===== config.mk =====
export PLATFORM = sky130hd
export DESIGN_NAME = chunk_accum
export DESIGN_NICKNAME = d
export VERILOG_FILES = /design/src/verilog/attn_pkg.sv /design/src/verilog/chunk_accum.sv
export VERILOG_INCLUDE_DIRS = /design/src /design/src/include
export SDC_FILE = /design/constraint.sdc
export NUM_CORES = 1
export LEC_CHECK = 0
export BUFFER_PORTS_ARGS = -buffer_cell sky130_fd_sc_hd__buf_2
export CELL_PAD_IN_SITES_DETAIL_PLACEMENT = 0
export CELL_PAD_IN_SITES_GLOBAL_PLACEMENT = 1
export CORE_MARGIN = 2
export CORE_UTILIZATION = 46
export DETAILED_ROUTE_END_ITERATION = 12
export MAX_ROUTING_LAYER = met4
export PLACE_DENSITY_LB_ADDON = 0.1
export SYNTH_ARGS = -nofsm -noshare
export SYNTH_HDL_FRONTEND = slang
export SYNTH_SLANG_ARGS = --single-unit
export TNS_END_PERCENT = 10

===== constraint.sdc =====
create_clock -name clk -period 3.7 [get_ports clk]
set_input_delay 0.555 -clock clk [delete_from_list [all_inputs] [get_ports clk]]
set_output_delay 0.555 -clock clk [all_outputs]
set_load 0.1 [all_outputs]

===== src/include/attn_macros.svh =====
`ifndef ATTN_MACROS_SVH
`define ATTN_MACROS_SVH

// lanes per chunk, power of two
`define NUM_LANES 8

// one fixed-point value, signed Q3.12
`define DATA_WIDTH 16
`define FRAC_BITS 12

// chunks that make up one value column (32 elements)
`define CHUNKS 4

// output buffer geometry
`define BUF_DEPTH 16
`define BUF_AWIDTH 4

`endif


===== src/verilog/attn_pkg.sv =====
`default_nettype none

`include "attn_macros.svh"

package attn_pkg;

	typedef logic [`DATA_WIDTH-1:0] fx_t; // Q3.12 raw bits, sign in msb

	typedef logic [`NUM_LANES*`DATA_WIDTH-1:0] lane_vec_t; // lane 0 in low bits

	typedef logic [`BUF_AWIDTH-1:0] buf_addr_t;

	// per-item tag, {first, last}
	typedef logic [1:0] tag_t;

	typedef enum logic {
		IDLE,  // no column open
		ACCUM  // partial sum held
	} acc_state_t;

endpackage

`default_nettype wire


===== src/verilog/chunk_accum.sv =====
`timescale 1ns/1ps
`default_nettype none

module chunk_accum (
	input  logic          clk,
	input  logic          reset,
	input  attn_pkg::fx_t sum,
	input  logic          sum_valid,
	input  logic          sum_first,
	input  logic          sum_last,
	output logic          wr_en,
	output attn_pkg::fx_t wr_data
);

	attn_pkg::acc_state_t state_q;
	attn_pkg::fx_t total_q;
	attn_pkg::fx_t base;
	attn_pkg::fx_t next_total;

	// first restarts the column; a stray chunk in IDLE starts from zero too
	assign base = (sum_first || state_q == attn_pkg::IDLE) ? '0 : total_q;
	assign next_total = base + sum;

	always_ff @(posedge clk) begin
		if (reset) begin
			state_q <= attn_pkg::IDLE;
			wr_en <= 1'b0;
		end else begin
			wr_en <= sum_valid && sum_last; // one-cycle write strobe
			if (sum_valid) begin
				if (sum_last)
					state_q <= attn_pkg::IDLE;
				else
					state_q <= attn_pkg::ACCUM;
			end
		end
	end

	always_ff @(posedge clk) begin
		if (sum_valid)
			total_q <= next_total;
		if (sum_valid && sum_last)
			wr_data <= next_total; // finished element
	end

endmodule

`default_nettype wire


==> out/qor.yml <==
outcome:
  outcome: "finished clean"
routing:
  wl_um: 3740
  vias_per_cell: 5.38
  drc_errors: 0
  dr_total_vias: 1345
  ant_nets: 0
  dr.pass1.iters: 4
  wl_per_cell_um: 15.0
  initialDrtViolationCount: 53
timing:
  fin_crit_ps: 2550
  slew_headroom_pct: 44.1
  tightest_slew_ps: 838
  final.setup.worst_slack_ps: 1150
  setup_viol: 0
  final-hold-violation-count: 0
  grt_setup_unrepaired: "false"
  final.setup.tns_ps: 0
  final.setup_skew_ps: 4.77
  fmax_ghz: 0.392
  drv_slew: 0
  finalCritPeriodShare_pct: 69.0
floorplanning:
  start_util_pct: 47.8
  num_rows: 23
  die_w_um: 68.2
  num_io_pins: 38
  die_area_um2: 4660
  die_y_um: 68.2
  coreArea_um2: 3970
hold_path:
  hp-class: "in2reg"
clocking:
  cts.repair.resized: 0
  numClockSinks: 34
  cts_hold_buf: 0
  root_buffer: "clkbuf_8"
  clkLatencyLatePin_ps: 280
  cts_buffer_depth: 2
  clk_pin_slew_ps: 70
  tritoncts: "yes"
  cts_max_level: 2
  post_cts_buffers: 0
  cts_buffers: 5
power:
  ir_worst_vdd_uv: 287
  p_per_area_nw_per_um2: 417
  leakage_nw: 0.944
run:
  max-cap-violations: 0
synth:
  synth.top_cell.area_share_pct: 50.6
  synthCells: 157
  ys_seq_area_share_pct: 52.7
  synth.area.top_cells: "edfxtp_1, ha_1, and2_1"
  synth-warning-count: 0
  synth_area_per_cell_um2: 12.1
  netlist_area_um2: 1900
  yosysUniqueCellTypes: 43
  ys_ff_latch: 34
  yosys.area.top_type: "edfxtp_1"
  synth_fp_nets: 194
place:
  gp_congestion: 0.818
  dp_hpwl_um: 2700
  place_ws_ps: 876
  placed_cell_area_um2: 2140
  port_buffers: 37
  place_inst: 242
finish:
  layout-drive-gt1-share_pct: 25.5
  areaGrowthSynthToFinish_pct: 17.0
  fin_area_um2: 2220
  most-common-layout-cells: "buf_2, edfxtp_1, and2_1"
  instances_no_fill: 250
  n_antenna_cell: 0
  final_common_cell: "buf_2"
  fin_util_pct: 55.9
  fin_nets: 236
  fillerInstances: 365
grt:
  grt_pass1_vias: 1370
  antenna_found_initial: 0
  grt_use_total_pct: 18.9
  grt_max_degree: 19
  grt_overflow: 0
  grt_pass1_wl_um: 6160
setup_path:
  cp-end-kind: "flop"
  cp_data_arrival_time_ps: 2570
  critPathSlowestCell: "fa_1"
  critPathRequiredTime_ps: 3710
  worst-path-max-fanout: 16
  path_buf_inv: 1
  crit_path_cell_trace: "nor2b_1 > buf_4 > and2_1 > ha_1 > fa_1 > a21o_1 > a31oi_1 > nand2b_1 > o31ai_1 > xor2_1"
  critPathKind: "reg2reg"
  critPathMaxStageDelay_ps: 420
  startpoint_type: "flop"
  path_delay_family: "adder cells"
==> report_power, final <==
part	internal, mW	switching (mW)	leakage, nW
Combinational	0.0553	0.150	0.580
Sequential	0.460	0.00569	0.322
Clock	0.129	0.127	0.0426
Total	0.644	0.282	0.944
==> final cells by class <==
type	count	area (µm²)	share of cell area (%)
Tap cell	50	62.6	2.82
Clock buffer	6	72.6	3.27
Clock inverter	2	8.76	0.394
Multi-Input combinational cell	116	868	39.1
Sequential cell	34	1000	45.1
Inverter	4	15.0	0.676
Timing Repair Buffer	38	193	8.68
==> Yosys cell counts (all sizes together) <==
cell type / count
a211o: 2
a211oi: 2
a21boi: 1
a21o: 3
a21oi: 13
a2bb2oi: 1
a31oi: 4
and2: 16
and3b: 1
buf: 2
clkbuf: 1
dfxtp: 2
edfxtp: 32
fa: 1
ha: 15
inv: 4
nand2: 5
nand2b: 1
nand3: 4
nand4: 1
nor2: 7
nor2b: 2
nor3: 3
nor3b: 1
nor4b: 1
o211ai: 1
o21a: 1
o21ai: 8
o21bai: 2
o22ai: 1
o311ai: 1
o31ai: 2
o41ai: 1
or4: 1
or4b: 1
xnor2: 6
xor2: 7
==> sequential cells by signal, summed over array words and instances (netlist names) <==
register  count
wr_data      16
total_q      16
state_q       1
wr_en         1
==> path summary, 6_finish.rpt <==
check | endpoint | slack, ps | from | cells past startpoint
worst max-delay path | wr_data[14] | 1150 | state_q | 10
worst min-delay path | wr_en | 440 | reset | 2
worst max register to register | wr_data[14] | 1150 | state_q | 10
worst min register to register | state_q | 490 | state_q | 2
==> kinds of logic after synthesis <==
group	share of synthesized area (%)
buffers and inverters	1.52
adders and majority gates	10.9
AOI/OAI and AO/OA	15.4
xor gates and xnor gates	6.00
and+or+nand+nor	13.4
DFF	52.7
==> worst reg2reg max path: stages, from the launching register on <==
cell and delay [ps]:
dfxtp_1 310, nor2b_1 120, buf_4 180, and2_1 170, ha_1 230, fa_1 420
a21o_1 220, a31oi_1 200, nand2b_1 180, o31ai_1 90, xor2_1 160
==> per-stage QoR <==
step	hold WS [ps]	power [mW]
6_report	444	0.926
5_1_grt	440	0.966
4_1_cts	432	0.936
3_5_place_dp	478	0.679
3_3_place_gp	477	0.675
2_1_floorplan	464	0.633
==> layer usage <==
| layer | vias up | track usage, % | wire (µm) |
|---|---|---|---|
| met4 | 0 | 8.00 | 61 |
| li1 | 679 | - | - |
| met1 | 624 | 21.9 | 1690 |
| met3 | 6 | 4.93 | 182 |
| met2 | 36 | 31.1 | 1800 |
| met5 | - | - | 0 |
(Power assumes the default switching activity.)
