===== config.mk =====
export PLATFORM = sky130hd
export DESIGN_NAME = result_buffer
export DESIGN_NICKNAME = d
export VERILOG_FILES = /design/src/verilog/attn_pkg.sv /design/src/verilog/result_buffer.sv
export VERILOG_INCLUDE_DIRS = /design/src /design/src/include
export SDC_FILE = /design/constraint.sdc
export NUM_CORES = 1
export LEC_CHECK = 0
export ABC_AREA = 1
export BUFFER_PORTS_ARGS = -buffer_cell sky130_fd_sc_hd__buf_2
export CAP_MARGIN = 10
export CORE_ASPECT_RATIO = 0.75
export CORE_UTILIZATION = 45
export DETAILED_ROUTE_END_ITERATION = 10
export PLACE_DENSITY = 0.67
export SYNTH_ARGS = -nofsm -noshare
export SYNTH_HDL_FRONTEND = slang
export SYNTH_SLANG_ARGS = --single-unit

===== constraint.sdc =====
create_clock -name clk -period 1.7 [get_ports clk]
set_input_delay 0.17 -clock clk [delete_from_list [all_inputs] [get_ports clk]]
set_output_delay 0.17 -clock clk [all_outputs]
set_load 0.005 [all_outputs]

===== src/include/attn_macros.svh =====
`ifndef ATTN_MACROS_SVH
`define ATTN_MACROS_SVH

// lanes per chunk, power of two
`define NUM_LANES 8

// one fixed-point value, signed Q3.12
`define DATA_WIDTH 16
`define FRAC_BITS 12

// chunks that make up one value column (32 elements)
`define CHUNKS 4

// output buffer geometry
`define BUF_DEPTH 16
`define BUF_AWIDTH 4

`endif


===== src/verilog/attn_pkg.sv =====
`default_nettype none

`include "attn_macros.svh"

package attn_pkg;

	typedef logic [`DATA_WIDTH-1:0] fx_t; // Q3.12 raw bits, sign in msb

	typedef logic [`NUM_LANES*`DATA_WIDTH-1:0] lane_vec_t; // lane 0 in low bits

	typedef logic [`BUF_AWIDTH-1:0] buf_addr_t;

	// per-item tag, {first, last}
	typedef logic [1:0] tag_t;

	typedef enum logic {
		IDLE,  // no column open
		ACCUM  // partial sum held
	} acc_state_t;

endpackage

`default_nettype wire


===== src/verilog/result_buffer.sv =====
`timescale 1ns/1ps
`default_nettype none

`include "attn_macros.svh"

module result_buffer (
	input  logic                  clk,
	input  logic                  reset,
	input  logic                  wr_en,
	input  attn_pkg::fx_t         wr_data,
	input  attn_pkg::buf_addr_t   rd_addr,
	output attn_pkg::fx_t         rd_data,
	output logic [`BUF_AWIDTH:0]  count
);

	attn_pkg::fx_t mem [`BUF_DEPTH];
	attn_pkg::buf_addr_t wr_addr_q;

	always_ff @(posedge clk) begin
		if (wr_en)
			mem[wr_addr_q] <= wr_data;
		rd_data <= mem[rd_addr]; // registered read, old data on collision
	end

	always_ff @(posedge clk) begin
		if (reset) begin
			wr_addr_q <= '0;
			count <= '0;
		end else if (wr_en) begin
			if (wr_addr_q == `BUF_DEPTH - 1)
				wr_addr_q <= '0; // oldest entry gets overwritten
			else
				wr_addr_q <= wr_addr_q + 1'b1;
			if (count != `BUF_DEPTH)
				count <= count + 1'b1; // saturates when full
		end
	end

endmodule

`default_nettype wire


==> impl_metrics.py <==
metrics = {
    "run_status": {
        "status": "complete, no violations",
    },
    "layout": {
        "nets": 1231,
        "fin_util_pct": 53.3,
        "final_common_cell": "nand2_1",
        "regArea_mm2": 0.00819,
        "n_fill_cell": 2223,
        "drive_gt1_share_pct": 11.7,
        "area_growth_syn_to_layout_pct": 16.6,
        "final_cell_mix": "356 x nand2_1, 256 x edfxtp_1, 209 x inv_1, 200 x nand3_1, 42 x buf_2",
        "fin_cells": 1567,
        "multi_input_area_mm2": 0.00260,
    },
    "clocking": {
        "cts_root_buf": "clkbuf_16",
        "clock_latency_ns": 0.53,
        "clk_pin_slew_ns": 0.06,
        "cts.htree.levels": 1,
        "cts_post_setup_buffers_inserted": 0,
        "numCtsBuffers": 27,
        "cts_tree": "yes",
        "cts_hold_buf": 2,
        "ctsResizeCount": 0,
        "cts.sinks": 281,
        "cts_buffer_depth": 3,
    },
    "critical_path": {
        "cp.required_ns": 1.93,
        "criticalPathCategory": "register to register",
        "reg2reg_setup_slack_ns": 0.16,
        "ff2ff_path_depth": 5,
        "cp-start-kind": "register",
        "crit-reg2reg-launch": "wr_addr_q[0]",
        "crit_arrival_ns": 1.77,
        "endpoint_kind": "register",
        "regToRegEndpoint": "mem[10][6]",
        "cp_max_fo": 10,
    },
    "logic_synthesis": {
        "synth_top_area_share_pct": 64.9,
        "ys_ff_latch": 281,
        "yosysSeqAreaShare_pct": 69.1,
        "synth_area_leader_cell": "edfxtp_1",
        "syn-instance-count": 1140,
        "post_synth.cell_area_avg_um2": 10.4,
        "synthesis.nets": 1169,
        "syn_area_mm2": 0.0118,
        "yosysUniqueCellTypes": 18,
        "synth_area_leaders": "edfxtp_1 65%, nand2_1 11%, nand3_1 8.4%, inv_1 6.6%, dfxtp_1 4.2%",
        "yosysWarnings": 0,
    },
    "route": {
        "routed_wl_um": 27600,
        "antenna_left": 0,
        "wire_per_inst_um": 17.6,
        "dr.first_iter.drc_count": 658,
        "drtPass1Iterations": 5,
        "post-route-drc-count": 0,
        "vias": 7806,
        "viasPerCell": 4.98,
    },
    "power_and_ir_drop": {
        "power.density_mw_per_mm2": 1120,
        "p_leak_nw": 5.94,
        "ir_drop_mv": 0.953,
    },
    "die": {
        "num_rows": 51,
        "die-area_mm2": 0.0270,
        "initial_core_util_pct": 45.7,
        "die_h_um": 143,
        "die_w_um": 189,
        "core_mm2": 0.0259,
        "io_pins": 44,
    },
    "sta": {
        "finalHoldViolCount": 0,
        "grt_setup_unrepaired": "no",
        "drv_slew": 0,
        "post-route-period-util_pct": 90.7,
        "skew_ns": 0.0164,
        "max_slew_margin_pct": 68.6,
        "whs_ns": 0.0307,
        "fmaxAchievable_mhz": 649,
        "period_needed_ns": 1.54,
        "finalSetupViolations": 0,
        "worst_pin_slew_ns": 0.471,
        "finalSetupTns_ns": 0,
    },
    "grt": {
        "grt_pass1_wl_um": 42900,
        "grt_max_degree": 74,
        "gr-total-overflow": 0,
        "grt_util_all_layers_pct": 21.0,
        "antenna_found_initial": 3,
        "grt_pass1_vias": 7418,
    },
    "min_path": {
        "hp-start": "wr_data[15]",
        "hold_end": "mem[12][15]",
        "hold_path.class": "input pin to register",
        "hold_depth": 1,
    },
    "placement": {
        "place.gp.congestion": 0.839,
        "dp_cells": 1515,
        "port_buffers": 43,
        "dp_hpwl_um": 16900,
    },
    "run": {
        "max_cap_violations": 0,
    },
}
-- stage by stage --
step | total power [mW] | worst slack [ns] | instance area, um2
5_1_grt | 15.9 | 0.0450 | 13800
3_5_place_dp | 8.78 | 0.185 | 12800
2_1_floorplan | 8.34 | -0.0572 | 11900
3_3_place_gp | 8.76 | 0.247 | 12800
6_report | 15.5 | 0.158 | 13800
4_1_cts | 15.6 | 0.161 | 13800
-- power breakdown --
group	leakage (nW)	internal (mW)	switching (mW)	total, mW
Combinational	2.93	0.291	0.643	0.934
Clock	0.490	4.27	2.57	6.84
Sequential	2.52	7.65	0.0416	7.69
-- how the worst max path moves through the flow --
stage	start	to	slack (ns)	cells past startpoint
finish	wr_addr_q[0]	mem[10][6]	0.16	5
global route	wr_addr_q[0]	mem[10][6]	0.05	5
CTS	wr_addr_q[0]	mem[10][6]	0.16	5
detailed placement	wr_addr_q[0]	mem[10][3]	0.19	5
global placement	wr_addr_q[0]	mem[10][5]	0.25	5
floorplan	wr_addr_q[0]	mem[12][0]	-0.06	4
-- final cells by class --
class                           count  area share (%)
Sequential cell                   281            59.2
Multi-Input combinational cell    596            18.8
Inverter                          211            5.74
Timing Repair Buffer               85            5.70
Clock buffer                       28            4.92
Tap cell                          344            3.11
Clock inverter                     21            2.44
Antenna cell                        1          0.0181
-- critical path, stage by stage, from the launching register on --
cell and delay, ns:
dfxtp_1 0.34, inv_1 0.12, ha_1 0.17, nand2_1 0.15, nor2_2 0.21, buf_4 0.23
-- per-layer routing --
metal  vias to the layer above  track usage [%]  routed length, um
met3                        61             3.38               1800
met1                      3704             30.8              12700
met2                       236             31.9              12300
li1                       3803                -                  -
met5                         -                0                 11
met4                         2             7.17                863
-- cells in the mapped netlist (all sizes together) --
cell and n:
o21ai 3, buf 44, a21oi 6, nand3 200
a211oi 1, edfxtp 256, nor2 22, o21bai 1
nand2 356, inv 211, clkbuf 8, xor2 1
ha 6, dfxtp 25
-- registers in the layout, summed over array words and instances, names as in the netlist --
signal / count
count: 5
rd_data: 16
wr_addr_q: 4
mem: 256
-- cell families after synthesis --
family | share of synthesized area, %
simple gates | 20.4
flops | 69.1
buf+inv | 9.25
fa+ha+maj | 0.634
xor+xnor | 0.0739
compound gates | 0.507
Power figures use the tool's default switching activity.
