## src/include/attn_macros.svh

```systemverilog
`ifndef ATTN_MACROS_SVH
`define ATTN_MACROS_SVH

// lanes per chunk, power of two
`define NUM_LANES 8

// one fixed-point value, signed Q3.12
`define DATA_WIDTH 16
`define FRAC_BITS 12

// chunks that make up one value column (32 elements)
`define CHUNKS 4

// output buffer geometry
`define BUF_DEPTH 16
`define BUF_AWIDTH 4

`endif

```

## src/verilog/attn_pkg.sv

```systemverilog
`default_nettype none

`include "attn_macros.svh"

package attn_pkg;

	typedef logic [`DATA_WIDTH-1:0] fx_t; // Q3.12 raw bits, sign in msb

	typedef logic [`NUM_LANES*`DATA_WIDTH-1:0] lane_vec_t; // lane 0 in low bits

	typedef logic [`BUF_AWIDTH-1:0] buf_addr_t;

	// per-item tag, {first, last}
	typedef logic [1:0] tag_t;

	typedef enum logic {
		IDLE,  // no column open
		ACCUM  // partial sum held
	} acc_state_t;

endpackage

`default_nettype wire

```

## src/verilog/lane_bus_if.sv

```systemverilog
`timescale 1ns/1ps
`default_nettype none

// products of the multiplier array on their way to the adder tree
interface lane_bus_if;

	attn_pkg::lane_vec_t prod; // one product per lane
	logic valid;               // aligned with prod
	logic first;               // first chunk of a column
	logic last;                // last chunk of a column

	modport src (
		output prod,
		output valid,
		output first,
		output last
	);

	modport dst (
		input prod,
		input valid,
		input first,
		input last
	);

endinterface

`default_nettype wire

```

## src/verilog/lane_mul.sv

```systemverilog
`timescale 1ns/1ps
`default_nettype none

`include "attn_macros.svh"

module lane_mul (
	input  logic          clk,
	input  attn_pkg::fx_t a,
	input  attn_pkg::fx_t b,
	output attn_pkg::fx_t c
);

	localparam int PROD_W = 2 * `DATA_WIDTH;
	localparam int SLICE_MSB = `FRAC_BITS + `DATA_WIDTH - 2; // bit 26 for Q3.12

	attn_pkg::fx_t a_mag_q;
	attn_pkg::fx_t b_mag_q;
	logic a_sign_q;
	logic b_sign_q;
	logic [PROD_W-1:0] prod_q;
	logic neg_q;
	attn_pkg::fx_t slice;

	always_ff @(posedge clk) begin
		a_mag_q <= a[`DATA_WIDTH-1] ? -a : a; // stage 1, magnitudes
		b_mag_q <= b[`DATA_WIDTH-1] ? -b : b;
		a_sign_q <= a[`DATA_WIDTH-1];
		b_sign_q <= b[`DATA_WIDTH-1];
		prod_q <= a_mag_q * b_mag_q; // stage 2, unsigned product
		neg_q <= a_sign_q ^ b_sign_q;
	end

	// drop the low fraction bits and the top integer bits, zero extend
	assign slice = attn_pkg::fx_t'(prod_q[SLICE_MSB:`FRAC_BITS]);
	assign c = neg_q ? -slice : slice;

endmodule

`default_nettype wire

```

## src/verilog/vecmat_mul.sv

```systemverilog
`timescale 1ns/1ps
`default_nettype none

`include "attn_macros.svh"

module vecmat_mul (
	input  logic                clk,
	input  logic                reset,
	input  attn_pkg::lane_vec_t vector, // softmax weights
	input  attn_pkg::lane_vec_t matrix, // value column chunk
	input  logic                in_valid,
	input  logic                in_first,
	input  logic                in_last,
	lane_bus_if.src             bus
);

	localparam int W = `DATA_WIDTH;

	wire attn_pkg::lane_vec_t prod;
	logic [1:0] valid_q;
	attn_pkg::tag_t tag_q [2];

	for (genvar i = 0; i < `NUM_LANES; i++) begin : g_lane
		lane_mul u_mul (
			.clk (clk),
			.a   (vector[i*W +: W]),
			.b   (matrix[i*W +: W]),
			.c   (prod[i*W +: W])
		);
	end

	// match the two register stages of each lane
	always_ff @(posedge clk) begin
		if (reset) begin
			valid_q <= '0;
			tag_q[0] <= '0;
			tag_q[1] <= '0;
		end else begin
			valid_q <= {valid_q[0], in_valid};
			tag_q[0] <= {in_first, in_last};
			tag_q[1] <= tag_q[0];
		end
	end

	assign bus.prod = prod;
	assign bus.valid = valid_q[1];
	assign bus.first = tag_q[1][1];
	assign bus.last = tag_q[1][0];

endmodule

`default_nettype wire

```

## src/flat_wrapper.sv

```systemverilog
// flat-port wrapper written by rule: the top's interface ports become plain ports
module vecmat_mul_flat 
  (clk, reset, vector, matrix, in_valid, in_first, in_last, bus_prod, bus_valid, bus_first, bus_last);
  lane_bus_if bus_i ();
  input  logic clk;
  input  logic reset;
  input  attn_pkg::lane_vec_t vector;
  input  attn_pkg::lane_vec_t matrix;
  input  logic in_valid;
  input  logic in_first;
  input  logic in_last;
  output wire logic [$bits(bus_i.prod)-1:0] bus_prod;
  output wire logic [$bits(bus_i.valid)-1:0] bus_valid;
  output wire logic [$bits(bus_i.first)-1:0] bus_first;
  output wire logic [$bits(bus_i.last)-1:0] bus_last;
  assign bus_prod = bus_i.prod;
  assign bus_valid = bus_i.valid;
  assign bus_first = bus_i.first;
  assign bus_last = bus_i.last;
  vecmat_mul u_core (.clk(clk), .reset(reset), .vector(vector), .matrix(matrix), .in_valid(in_valid), .in_first(in_first), .in_last(in_last), .bus(bus_i));
endmodule
```

## config.mk

```make
export PLATFORM = sky130hd
export DESIGN_NAME = vecmat_mul_flat
export DESIGN_NICKNAME = d
export VERILOG_FILES = /design/src/verilog/attn_pkg.sv /design/src/verilog/lane_bus_if.sv /design/src/verilog/lane_mul.sv /design/src/verilog/vecmat_mul.sv /design/src/flat_wrapper.sv
export VERILOG_INCLUDE_DIRS = /design/src /design/src/include
export SDC_FILE = /design/constraint.sdc
export NUM_CORES = 2
export LEC_CHECK = 0
export BUFFER_PORTS_ARGS = -buffer_cell sky130_fd_sc_hd__buf_2
export CAP_MARGIN = 10
export CORE_UTILIZATION = 40
export CTS_BUF_LIST = sky130_fd_sc_hd__clkbuf_8 sky130_fd_sc_hd__clkbuf_16
export CTS_CLUSTER_SIZE = 24
export DETAILED_ROUTE_END_ITERATION = 6
export PLACE_DENSITY = 0.59
export SLEW_MARGIN = 20
export SYNTH_ARGS = -nofsm -noshare
export SYNTH_HDL_FRONTEND = slang
export SYNTH_SLANG_ARGS = --single-unit
```

## constraint.sdc

```tcl
create_clock -name clk -period 9.51 [get_ports clk]
set_input_delay 1.902 -clock clk [delete_from_list [all_inputs] [get_ports clk]]
set_output_delay 1.902 -clock clk [all_outputs]
set_load 0.02 [all_outputs]
```

==> metrics.csv <==
stage,metric,value,unit
floorplanning,fp-row-count,157,
floorplanning,core,183000,sq um
yosys,synthCells,8170,
floorplanning,initial_core_util,0.402,
yosys,synthArstFlopShare,0,
timing,slew_viol_final,0,
placed_design,place_ws,2.72,ns
clock_tree,holdBufCountCts,0,
placed_design,dp_hpwl,145000,microns
timing,whs,0.419,ns
floorplanning,pin_count,392,
layout,nets,10700,
clock_tree,clock_path_buffers,3,
yosys,synth_enable_flop_cells,0,
route,route.detailed.drc,0,
worst_hold_path,min_from,u_core.g_lane[5].u_mul.a_sign_q,
setup_path,crit_start,u_core.g_lane[4].u_mul.a_mag_q[10],
route,routedWlPerCell,16.7,microns
route,drtAntennaViolNets,0,
layout,area_growth_syn_to_layout,7.99,%
route,drt_iter0_markers,2621,
floorplanning,die_h,431,microns
global_routing,grt_antenna_before_repair,18,
setup_path,r2r_cells,21,
clock_tree,clock_sinks,406,
timing,rsz0062_at_grt,no,
setup_path,path_cells,nand2_1 -> fa_1 -> fa_1 -> fa_1 -> fa_1 -> inv_1 -> fa_1 -> inv_1 -> fa_1 -> inv_1 -> ha_1 -> nand2_1 -> nor2_1 -> nand4_1 -> o2111ai_2 -> a221oi_1 -> o31ai_1 -> a211oi_2 -> o21ai_0 -> o41ai_1 -> xnor2_1,
floorplanning,die-area,186000,sq um
yosys,synth.cells.most_frequent,"1816 x inv_1, 1480 x fa_1, 1267 x nand2_1",
clock_tree,clk_pin_slew,0.07,ns
yosys,yosys-top-cells-area,"fa_1 40%, dfxtp_1 11%, ha_1 11%",
clock_tree,post_cts_buffers,0,
setup_path,start_kind,flip-flop,
yosys,synth_largest_area_cell,fa_1,
setup_path,crit_buf_inv,3,
timing,skew,0.0291,ns
yosys,synth_area,73700,sq um
yosys,synth.distinct_cells,63,
yosys,synth_seq_area_share,0.110,
timing,finalCritPeriodShare,0.709,
timing,max_freq,148,MHz
timing,min_period,6.74,ns
yosys,synth_top_cell_area_share,0.402,
run,maxCapViolCount,0,
route,routed_via_density,4.86,
yosys,ys_ff_latch,406,
setup_path,cp_max_fo,16,
yosys,yosys_most_used_dff,dfxtp_1,
setup_path,cp_common_cell,fa_1,
timing,max_slew.worst_pin.slew,0.925,ns
layout,fill_cells,18000,
clock_tree,worstSkewPairLatency,0.70,ns
layout,drive_above_1_share,0.0616,
global_routing,grt_pass1_vias,57600,
yosys,syn_avg_cell_area,9.02,sq um
setup_path,reg2reg_from,u_core.g_lane[4].u_mul.a_mag_q[10],
global_routing,grt_first_pass_wirelength,301000,microns
timing,setup_viol,0,
global_routing,track_usage,0.202,
outcome,status,completed,
placed_design,port_buffers,391,
clock_tree,cts-root-buf,clkbuf_16,
worst_hold_path,hold_class,flip-flop to flip-flop,
setup_path,worstPathArrival,7.38,ns
route,vias,52800,
placed_design,place_congestion,0.887,
yosys,synth.most_common_cell,inv_1,
setup_path,r2r-end,u_core.g_lane[4].u_mul.prod_q[26],
route,dr.pass1.iters,5,
clock_tree,ctsResizeCount,0,
yosys,yosysWarnings,0,
setup_path,end_kind,flip-flop,
route,wirelength,181000,microns
setup_path,max_stage_delay,0.67,ns
timing,relSlewSlack,0.382,
global_routing,grt_max_degree,18,
timing,tns,0,ns
clock_tree,cts_tree,built,
setup_path,cpLargestDelayFamily,adder cells,
timing,setup_ws,2.77,ns
timing,finalHoldViolations,0,
worst_hold_path,hold_end,u_core.g_lane[5].u_mul.neg_q,
clock_tree,htree_levels,2,
clock_tree,cts_made_buffers,53,
setup_path,crit_type,flip-flop to flip-flop,
setup_path,reg2reg_slack,2.77,ns
global_routing,overflow,0,
floorplanning,die_width,431,microns
setup_path,slowest_stage,dfxtp_1,
yosys,synth_nets,10500,
setup_path,required,10.15,ns
worst_hold_path,holdPathStages,1,
==> metrics by stage <==
stage | cells | area [sq um] | util
2_1_floorplan | 8170 | 73700 | -
3_3_place_gp | 10700 | 77700 | 0.424
3_5_place_dp | 10700 | 77700 | 0.424
4_1_cts | 10800 | 79600 | 0.435
5_1_grt | 10900 | 79600 | 0.435
6_report | 10900 | 79600 | 0.435
==> sequential cells by signal (all words and copies together) (netlist names) <==
| name | cells |
|---|---|
| u_core.g_lane.u_mul.b_mag_q | 128 |
| u_core.g_lane.u_mul.a_sign_q | 8 |
| u_core.g_lane.u_mul.b_sign_q | 8 |
| u_core.tag_q | 4 |
| u_core.g_lane.u_mul.a_mag_q | 128 |
| u_core.g_lane.u_mul.prod_q | 120 |
| u_core.g_lane.u_mul.neg_q | 8 |
| u_core.valid_q | 2 |
==> worst max path at each step <==
stage,end,depth (start not counted)
floorplan,u_core.g_lane[2].u_mul.prod_q[26],22
global placement,u_core.g_lane[4].u_mul.prod_q[26],21
detailed placement,u_core.g_lane[4].u_mul.prod_q[26],21
CTS,u_core.g_lane[4].u_mul.prod_q[26],21
global route,u_core.g_lane[4].u_mul.prod_q[26],21
finish,u_core.g_lane[4].u_mul.prod_q[26],21
==> layer usage <==
metal / vias up / global-route usage / part of all wire
li1: 24500 / - / -
met3: 259 / 0.0210 / 0.040
met5: - / 0 / 0.000072
met1: 26900 / 0.256 / 0.42
met2: 1139 / 0.359 / 0.50
met4: 2 / 0.0662 / 0.032
==> worst register-to-register path: stages (launching register included) <==
cell and delay (ns):
dfxtp_1 0.67, nand2_1 0.16, fa_1 0.54, fa_1 0.59, fa_1 0.45, fa_1 0.55, inv_1 0.05, fa_1 0.47
inv_1 0.05, fa_1 0.47, inv_1 0.04, ha_1 0.29, nand2_1 0.12, nor2_1 0.07, nand4_1 0.10, o2111ai_2 0.21
a221oi_1 0.46, o31ai_1 0.25, a211oi_2 0.45, o21ai_0 0.20, o41ai_1 0.35, xnor2_1 0.16
==> cell families after synthesis <==
family | synth area share
compound gates | 0.0407
buf+inv | 0.108
simple gates | 0.174
mux | 0.000272
fa+ha+maj | 0.508
flops | 0.110
xor+xnor | 0.0591
==> area by class of cell <==
type | count | area [sq um] | share of cell area
Sequential cell | 406 | 8130 | 0.102
Antenna cell | 8 | 20.0 | 0.000252
Timing Repair Buffer | 402 | 2040 | 0.0256
Multi-Input combinational cell | 5660 | 57600 | 0.724
Clock inverter | 39 | 422 | 0.00530
Inverter | 1816 | 6820 | 0.0857
Clock buffer | 60 | 1430 | 0.0180
Tap cell | 2464 | 3080 | 0.0387
==> layout by cell type (no fill, tap or decap), types with 7 or more instances in the layout <==
master     instances
and2_1           924
o21bai_1           9
buf_4             11
a21oi_1           78
buf_2            391
o211ai_1           7
nor2_1            99
and3_1            18
o21ai_0          153
inv_6             10
ha_1             624
nand3_1           25
nor4b_1           16
o31a_1             9
xor2_1           124
nand2b_1          40
a211oi_1           9
diode_2            8
xnor2_1          373
a21o_1            23
inv_1           1821
o31ai_1           94
or4_1             22
o41ai_1           10
dfxtp_1          406
nor4_1             8
or3_1             82
nor3_1            53
o21a_1            20
clkbuf_16         54
fa_1            1480
nand2_1         1267
nor2b_1           18
nand4_1           14
Power is not shown: default switching activity piles up to over one toggle a cycle in this logic, so the estimate is an artifact.
