[src/include/attn_macros.svh]
`ifndef ATTN_MACROS_SVH
`define ATTN_MACROS_SVH

// lanes per chunk, power of two
`define NUM_LANES 8

// one fixed-point value, signed Q3.12
`define DATA_WIDTH 16
`define FRAC_BITS 12

// chunks that make up one value column (32 elements)
`define CHUNKS 4

// output buffer geometry
`define BUF_DEPTH 16
`define BUF_AWIDTH 4

`endif

[src/verilog/attn_pkg.sv]
`default_nettype none

`include "attn_macros.svh"

package attn_pkg;

	typedef logic [`DATA_WIDTH-1:0] fx_t; // Q3.12 raw bits, sign in msb

	typedef logic [`NUM_LANES*`DATA_WIDTH-1:0] lane_vec_t; // lane 0 in low bits

	typedef logic [`BUF_AWIDTH-1:0] buf_addr_t;

	// per-item tag, {first, last}
	typedef logic [1:0] tag_t;

	typedef enum logic {
		IDLE,  // no column open
		ACCUM  // partial sum held
	} acc_state_t;

endpackage

`default_nettype wire

[src/verilog/lane_bus_if.sv]
`timescale 1ns/1ps
`default_nettype none

// products of the multiplier array on their way to the adder tree
interface lane_bus_if;

	attn_pkg::lane_vec_t prod; // one product per lane
	logic valid;               // aligned with prod
	logic first;               // first chunk of a column
	logic last;                // last chunk of a column

	modport src (
		output prod,
		output valid,
		output first,
		output last
	);

	modport dst (
		input prod,
		input valid,
		input first,
		input last
	);

endinterface

`default_nettype wire

[src/verilog/sum_tree.sv]
`timescale 1ns/1ps
`default_nettype none

`include "attn_macros.svh"

module sum_tree (
	input  logic          clk,
	input  logic          reset,
	lane_bus_if.dst       bus,
	output attn_pkg::fx_t sum,
	output logic          sum_valid,
	output logic          sum_first,
	output logic          sum_last
);

	localparam int N = `NUM_LANES;
	localparam int W = `DATA_WIDTH;
	localparam int LEVELS = $clog2(N);

	// heap layout: node i adds nodes 2i and 2i+1, node 1 is the root
	attn_pkg::fx_t node [1:N-1];
	logic [LEVELS-1:0] valid_q;
	attn_pkg::tag_t tag_q [LEVELS];

	for (genvar i = 1; i < N; i++) begin : g_node
		if (2 * i >= N) begin : g_first_level
			always_ff @(posedge clk) begin
				node[i] <= bus.prod[(2*i-N)*W +: W] + bus.prod[(2*i-N+1)*W +: W];
			end
		end else begin : g_upper_level
			always_ff @(posedge clk) begin
				node[i] <= node[2*i] + node[2*i+1]; // wraps mod 2^16
			end
		end
	end

	// valid and tags ride along, one stage per tree level
	always_ff @(posedge clk) begin
		if (reset) begin
			valid_q <= '0;
			for (int k = 0; k < LEVELS; k++) begin
				tag_q[k] <= '0;
			end
		end else begin
			valid_q[0] <= bus.valid;
			tag_q[0] <= {bus.first, bus.last};
			for (int k = 1; k < LEVELS; k++) begin
				valid_q[k] <= valid_q[k-1];
				tag_q[k] <= tag_q[k-1];
			end
		end
	end

	assign sum = node[1];
	assign sum_valid = valid_q[LEVELS-1];
	assign sum_first = tag_q[LEVELS-1][1];
	assign sum_last = tag_q[LEVELS-1][0];

endmodule

`default_nettype wire

[src/flat_wrapper.sv]
// flat-port wrapper written by rule: the top's interface ports become plain ports
module sum_tree_flat 
  (clk, reset, sum, sum_valid, sum_first, sum_last, bus_prod, bus_valid, bus_first, bus_last);
  lane_bus_if bus_i ();
  input  logic clk;
  input  logic reset;
  output attn_pkg::fx_t sum;
  output logic sum_valid;
  output logic sum_first;
  output logic sum_last;
  input wire logic [$bits(bus_i.prod)-1:0] bus_prod;
  input wire logic [$bits(bus_i.valid)-1:0] bus_valid;
  input wire logic [$bits(bus_i.first)-1:0] bus_first;
  input wire logic [$bits(bus_i.last)-1:0] bus_last;
  assign bus_i.prod = bus_prod;
  assign bus_i.valid = bus_valid;
  assign bus_i.first = bus_first;
  assign bus_i.last = bus_last;
  sum_tree u_core (.clk(clk), .reset(reset), .bus(bus_i), .sum(sum), .sum_valid(sum_valid), .sum_first(sum_first), .sum_last(sum_last));
endmodule
[config.mk]
export PLATFORM = sky130hd
export DESIGN_NAME = sum_tree_flat
export DESIGN_NICKNAME = d
export VERILOG_FILES = /design/src/verilog/attn_pkg.sv /design/src/verilog/lane_bus_if.sv /design/src/verilog/sum_tree.sv /design/src/flat_wrapper.sv
export VERILOG_INCLUDE_DIRS = /design/src /design/src/include
export SDC_FILE = /design/constraint.sdc
export NUM_CORES = 1
export LEC_CHECK = 0
export BUFFER_PORTS_ARGS = -buffer_cell sky130_fd_sc_hd__buf_2
export CAP_MARGIN = 25
export CORE_MARGIN = 2
export CORE_UTILIZATION = 32
export CTS_CLUSTER_SIZE = 12
export DETAILED_ROUTE_END_ITERATION = 12
export MAX_ROUTING_LAYER = met4
export SETUP_SLACK_MARGIN = 0.5
export SYNTH_ARGS = -nofsm -noshare
export SYNTH_HDL_FRONTEND = slang
export SYNTH_SLANG_ARGS = --single-unit
[constraint.sdc]
create_clock -name clk -period 2.27 [get_ports clk]
set_input_delay 0.227 -clock clk [delete_from_list [all_inputs] [get_ports clk]]
set_output_delay 0.227 -clock clk [all_outputs]
set_load 0.1 [all_outputs]
==> results by group, run 1 <==
Finish
  – Diode count: 0
  – Share of post-route cells with drive strength above 1: 34.2%
  – Final nets: 1192
  – Fillers: 2100
  – Commonest non-fill, non-tap cells in the layout: buf_2 (149), dfxtp_1 (106), ha_1 (80)
  – Layout area overhead: 35.9%
  – Area of the multi-input gates: 5270 um^2
  – Utilization after layout: 44.4%
  – Sequential cell area: 2450 um^2
  – Most common cell after layout, fill and taps aside: buf_2

Floorplanning
  – Core Footprint: 22000 um^2
  – Die ar.: 23700 um^2
  – Chip Height: 154 um
  – Die Span X: 154 um
  – Row count: 54
  – Initial Util: 32.7%
  – I/O pin total: 152

Worst setup path
  – Worst-path fanout max: 2
  – Slowest stage cell, crit path: dfxtp_2
  – Slowest stage delay, CP: 330 ps
  – Crit-path cells: ha_4 > fa_2 > a21o_1 > a221oi_4 > o211ai_1 > a31o_2 > a21oi_2 > xnor2_1
  – Worst path arrival time: 2400 ps
  – Setup crit end kind: register
  – Worst endpoint required time: 2580 ps
  – Crit path launch type: register
  – Critical path class: reg -> reg

Clock network
  – TritonCTS Buffers: 17
  – Max Root-Sink Buffers: 2
  – # clock sinks: 121
  – H-Tree Depth: 4
  – Worst-path clk slew: 60 ps
  – Clock Latency Late Sink: 420 ps
  – CTS tree: yes
  – CTS Root Cell: clkbuf_16

Logic synthesis
  – Cell accounting for the most synthesized area: dfxtp_1
  – Syn Nets: 991
  – Syn Area/Cell: 9.63 um^2
  – Ys flop type: dfxtp_1
  – Cell count after synthesis: 746
  – FF+latch count, synth: 121
  – Mapped Area: 7180 um^2
  – Post-synth EDFFs: 0
  – YS warnings: 0
  – Main area contributors after synthesis: dfxtp_1 (34%), ha_1 (18%), xnor2_1 (7.8%)
  – Yosys top cell area share: 33.7%
  – Yosys cell types: 54
  – Fraction of the yosys area taken by sequential cells: 33.7%
  – Async S/R FF share, synth: 0%

Power
  – Total power: 12.9 mW
  – Power Density: 1320 nW/um^2
  – Worst VDD drop: 0.673 mV
  – LEAKAGE: 4.36 nW

Routing
  – 1st-pass router iterations: 4
  – Detailed-route DRC error count: 0
  – Number of vias per cell: 4.92
  – WL/cell: 13.4 um
  – Final ANT Viol Nets: 0
  – DRT Wirelength: 16600 um
  – Initial DRC count: 290
  – Via count: 6095

Placement
  – Post-DP HPWL: 12900 um
  – GP Congestion: 0.867
  – Number of port buffers: 151

STA
  – Fmax: 479 MHz
  – Worst-Margin Slew: 524 ps
  – Final Hold Vio Count: 0
  – Final period utilization: 92.0%
  – RSZ-0062 raised after global routing: yes
  – Layout Skew: 8.32 ps
  – Final min period: 2090 ps
  – Worst relative slew slack: 65.0%
  – Final max-slew violation count: 0
  – Setup tns final: 0 ps
  – Worst hold slack: 21.9 ps
  – Final setup violation count: 0

Global routing
  – Largest net degree at the start of global routing: 17
  – Vias in the first global route: 5935
  – Initial antenna violation count: 0
  – Total GRT Usage: 14.4%
  – First-pass GRT wire length: 26900 um
  – GRT overflow: 0

Worst hold path
  – Hold Crit Class: in -> reg

Job
  – Max-cap violations: 0

Outcome
  – Outcome: finished clean
cell type report:
cell class              count  area share (%)
clock buffers              19            4.54
multi-input cells         604            54.0
clock inverters            13            1.47
well taps                 280            3.59
inverters                  18           0.692
flip-flops and latches    121            25.1
repair buffers            185            10.7
sequential cells by signal (all words and copies together), names as in the netlist:
signal,count
u_core.node,112
u_core.tag_q,6
u_core.valid_q,3
through the flow:
step / setup slack [ps] / std cells / instance area, um^2
after floorplan: 257 / 746 / 7350
after global routing: 100 / 1240 / 9760
final: 182 / 1240 / 9760
after CTS: 242 / 1228 / 9480
after detailed placement: 48.2 / 1178 / 8470
after global placement: 84.1 / 1178 / 8470
Yosys cell counts (all sizes together) (7+ instances only):
| cell | number |
|---|---|
| ha | 105 |
| xor2 | 31 |
| nor2 | 32 |
| inv | 18 |
| nand2 | 43 |
| a211oi | 14 |
| nor2b | 15 |
| o21ai | 38 |
| fa | 7 |
| o21a | 7 |
| a21o | 41 |
| a31oi | 9 |
| a21oi | 77 |
| o211ai | 11 |
| nor3 | 11 |
| xnor2 | 64 |
| o21bai | 9 |
| nand3 | 14 |
| dfxtp | 121 |
kinds of logic after synthesis:
| kind of cell | after synthesis | share of synthesized area [%] |
|---|---|---|
| compound gates | 250 | 23.3 |
| flops | 121 | 33.7 |
| xor+xnor | 95 | 11.6 |
| mux | 4 | 0.558 |
| simple gates | 143 | 9.46 |
| buf+inv | 21 | 1.11 |
| fa+ha+maj | 112 | 20.2 |
where the power goes:
| group | total, mW | internal (mW) | switching, mW |
|---|---|---|---|
| combinational | 6.99 | 2.97 | 4.02 |
| sequential | 3.28 | 2.91 | 0.365 |
| clock | 2.64 | 1.65 | 0.993 |
| total | 12.9 | 7.54 | 5.38 |
repair_timing:
| action | CTS | global route |
|---|---|---|
| pin swaps | 48 | 48 |
| setup endpoints to repair | 23 | 30 |
| buffers inserted | 18 | 11 |
| gates resized for setup | 56 | 37 |
| hold endpoints to repair | 0 | 1 |
| hold buffers | 0 | 1 |
critical path, delay by kind of cell (launching register included):
| family | cells | cell delay, ps |
|---|---|---|
| flip-flops | 1 | 330 |
| adder cells (fa/ha/maj) | 2 | 490 |
| XOR/XNOR | 1 | 80 |
| AO/OA/AOI/OAI | 5 | 1060 |
worst paths after layout:
path,to,cells after the start,from,slack (ps)
setup reg to reg,u_core.node[2][12],8,u_core.node[4][0],180
setup / recovery,u_core.node[2][12],8,u_core.node[4][0],180
hold / removal,u_core.tag_q[0][1],2,bus_first,20
hold reg to reg,u_core.tag_q[0][3],1,u_core.tag_q[0][1],430
routing by layer:
layer | GRT usage [%] | routed length [um] | share of wire, %
met5 | - | 0 | 0
met4 | 4.54 | 265 | 1.6
met3 | 3.18 | 622 | 3.7
met2 | 23.4 | 7830 | 47
met1 | 17.9 | 7870 | 47
Power figures use the tool's default switching activity.
==> inputs of run 2 (changes only) <==
CELL_PAD_IN_SITES_DETAIL_PLACEMENT = 1   (was unset)
CELL_PAD_IN_SITES_GLOBAL_PLACEMENT = 1   (was unset)
CORE_UTILIZATION = 42   (was 32)
PLACE_DENSITY_LB_ADDON = 0.1   (was unset)
==> run 2 against run 1 <==
Net effect:
- sequential cell count did not move
- cell count shrank 4.5%
- routed wire length rose by 27%
- clock skew up 1.5 ps
- cell area is 0.86% higher
- critical path type unchanged
==> results by group, run 2 (synthesis results as in run 1) <==
Outcome
  – Outcome: finished clean

Routing
  – Number of vias per cell: 5.41
  – Initial DRC count: 277
  – Via count: 6400
  – WL/cell: 17.9 um
  – Detailed-route DRC error count: 0
  – 1st-pass router iterations: 5
  – DRT Wirelength: 21100 um
  – Final ANT Viol Nets: 0

Placement
  – Post-DP HPWL: 15200 um
  – Cell area after placement: 8400 um^2
  – Number of port buffers: 151
  – GP Congestion: 0.855
  – Dpl ws: 54.7 ps

Clock network
  – # clock sinks: 121
  – Worst-path clk slew: 60 ps
  – CTS Root Cell: clkbuf_16
  – Max Root-Sink Buffers: 2
  – Clock Latency Late Sink: 420 ps
  – CTS tree: yes
  – H-Tree Depth: 4
  – TritonCTS Buffers: 17

Global routing
  – Initial antenna violation count: 0
  – Total GRT Usage: 23.6%
  – First-pass GRT wire length: 32800 um
  – Vias in the first global route: 6724
  – GRT overflow: 0
  – Largest net degree at the start of global routing: 17

Power
  – LEAKAGE: 4.40 nW
  – P_sw: 5.97 mW
  – Internal power: 7.83 mW
  – Worst VDD drop: 1.08 mV
  – Power Density: 1400 nW/um^2
  – Power share of the combinational group: 57.1%
  – Sw Share: 43.2%
  – Share of power burned in registers: 23.7%
  – Clock share of power: 19.2%

Worst setup path
  – Setup crit end kind: register
  – Worst path arrival time: 2470 ps
  – Reg2Reg Capture Point: u_core.node[2][12]
  – Flop-to-flop setup slack: 150 ps
  – Crit path launch type: register
  – Buf/Inv on CP: 0
  – Delay-heaviest family, CP: compound AO/OA/AOI/OAI gates
  – Worst-path fanout max: 2
  – Slowest stage cell, crit path: fa_2
  – R2r startpoint: u_core.node[5][0]
  – Slowest stage delay, CP: 360 ps
  – Crit-path cells: ha_4 > fa_2 > a21o_1 > a221oi_4 > o211ai_1 > a31o_2 > a21oi_2 > xnor2_1
  – Reg2Reg Depth: 8
  – Worst endpoint required time: 2620 ps
  – Critical path class: reg -> reg

Finish
  – Sequential cell area: 2450 um^2
  – Share of post-route cells with drive strength above 1: 35.7%
  – Largest register FFs: 112
  – Layout area overhead: 37.1%
  – Final nets: 1196
  – Registers with the most flip-flops: u_core.node: 112 flops, u_core.tag_q: 6 flops, u_core.valid_q: 3 flops
  – Commonest non-fill, non-tap cells in the layout: buf_2 (149), dfxtp_1 (105), ha_1 (79)
  – Utilization after layout: 59.1%
  – Diode count: 0
  – Post-route design area: 9840 um^2
  – Area of the multi-input gates: 5390 um^2
  – Most flop-heavy register: u_core.node
  – Fillers: 1867
  – Most common cell after layout, fill and taps aside: buf_2

STA
  – Final min period: 2120 ps
  – Layout Skew: 9.82 ps
  – Final setup violation count: 0
  – Final max-slew violation count: 0
  – Worst-Margin Slew: 493 ps
  – Final period utilization: 93.5%
  – RSZ-0062 raised after global routing: yes
  – Setup tns final: 0 ps
  – Final Hold Vio Count: 0
  – Setup ws final: 147 ps
  – Worst relative slew slack: 66.7%
  – Fmax: 471 MHz
  – Worst hold slack: 32.0 ps

Floorplanning
  – Die ar.: 18200 um^2
  – Die Span X: 135 um
  – Core Footprint: 16600 um^2
  – Row count: 47
  – Chip Height: 135 um
  – Initial Util: 43.2%
  – I/O pin total: 152

Worst hold path
  – Hold Crit Endpoint: u_core.tag_q[0][1]
  – WHS Path Cells: 2
  – Hold Crit Class: in -> reg
  – Beginning of the worst hold path: bus_first

Job
  – Max-cap violations: 0
==> run 2: power by group through the flow <==
stage                     Sequential, mW  Combinational (mW)  Clock, mW
after floorplan                     4.20                3.78          0
after CTS                           3.25                6.95       2.69
after global placement              3.20                5.93          0
after global routing                3.33                8.53       2.81
final                               3.27                7.88       2.65
after detailed placement            3.22                6.16          0
==> run 2: area by class of cell <==
class	count	share of cell area (%)
multi-input combinational	604	54.8
sequential	121	24.9
timing repair buffer	189	10.9
clock buffer	18	4.46
tap	220	2.80
clock inverter	14	1.53
inverter	18	0.686
==> run 2: worst max-delay path by stage <==
stage,from,to,slack (ps),cells after the start
after detailed placement,bus_prod[64],u_core.node[6][14],50,9
after global routing,u_core.node[5][0],u_core.node[2][12],60,8
after CTS,u_core.node[7][0],u_core.node[3][12],170,8
after global placement,bus_prod[64],u_core.node[6][14],90,9
after floorplan,u_core.node[5][0],u_core.node[2][12],260,8
final,u_core.node[5][0],u_core.node[2][12],150,8
==> run 2: layer usage <==
layer  wire length (um)  vias to the layer above  share of wire (%)  global-route usage (%)
li1                   -                     3160                  -                       -
met1               9290                     3078                 44                    27.8
met2              10900                      137                 51                    40.7
met3                662                       25                3.1                    4.09
met4                308                        0                1.5                    7.89
met5                  0                        -                  0                       -
==> run 2: what timing repair did <==
action | in CTS | in global routing
buffers inserted | 18 | 15
resized for setup | 65 | 47
pin swaps | 35 | 51
endpoints found under the hold margin | 0 | 1
setup endpoints to repair | 26 | 37
cloned | 0 | 0
hold buffers | 0 | 1
==> run 2: worst reg2reg max path, delay by kind of cell (launching register included) <==
family / cells / cell delay, ps
adder cells (fa/ha/maj): 2 / 520
AO/OA/AOI/OAI: 5 / 1080
flip-flops: 1 / 330
XOR/XNOR: 1 / 120
==> run 2: per-stage QoR <==
stage | power [mW] | std cells
global route | 14.7 | 1184
global placement | 9.13 | 1118
finish | 13.8 | 1184
floorplan | 7.98 | 746
detailed placement | 9.38 | 1118
CTS | 12.9 | 1168
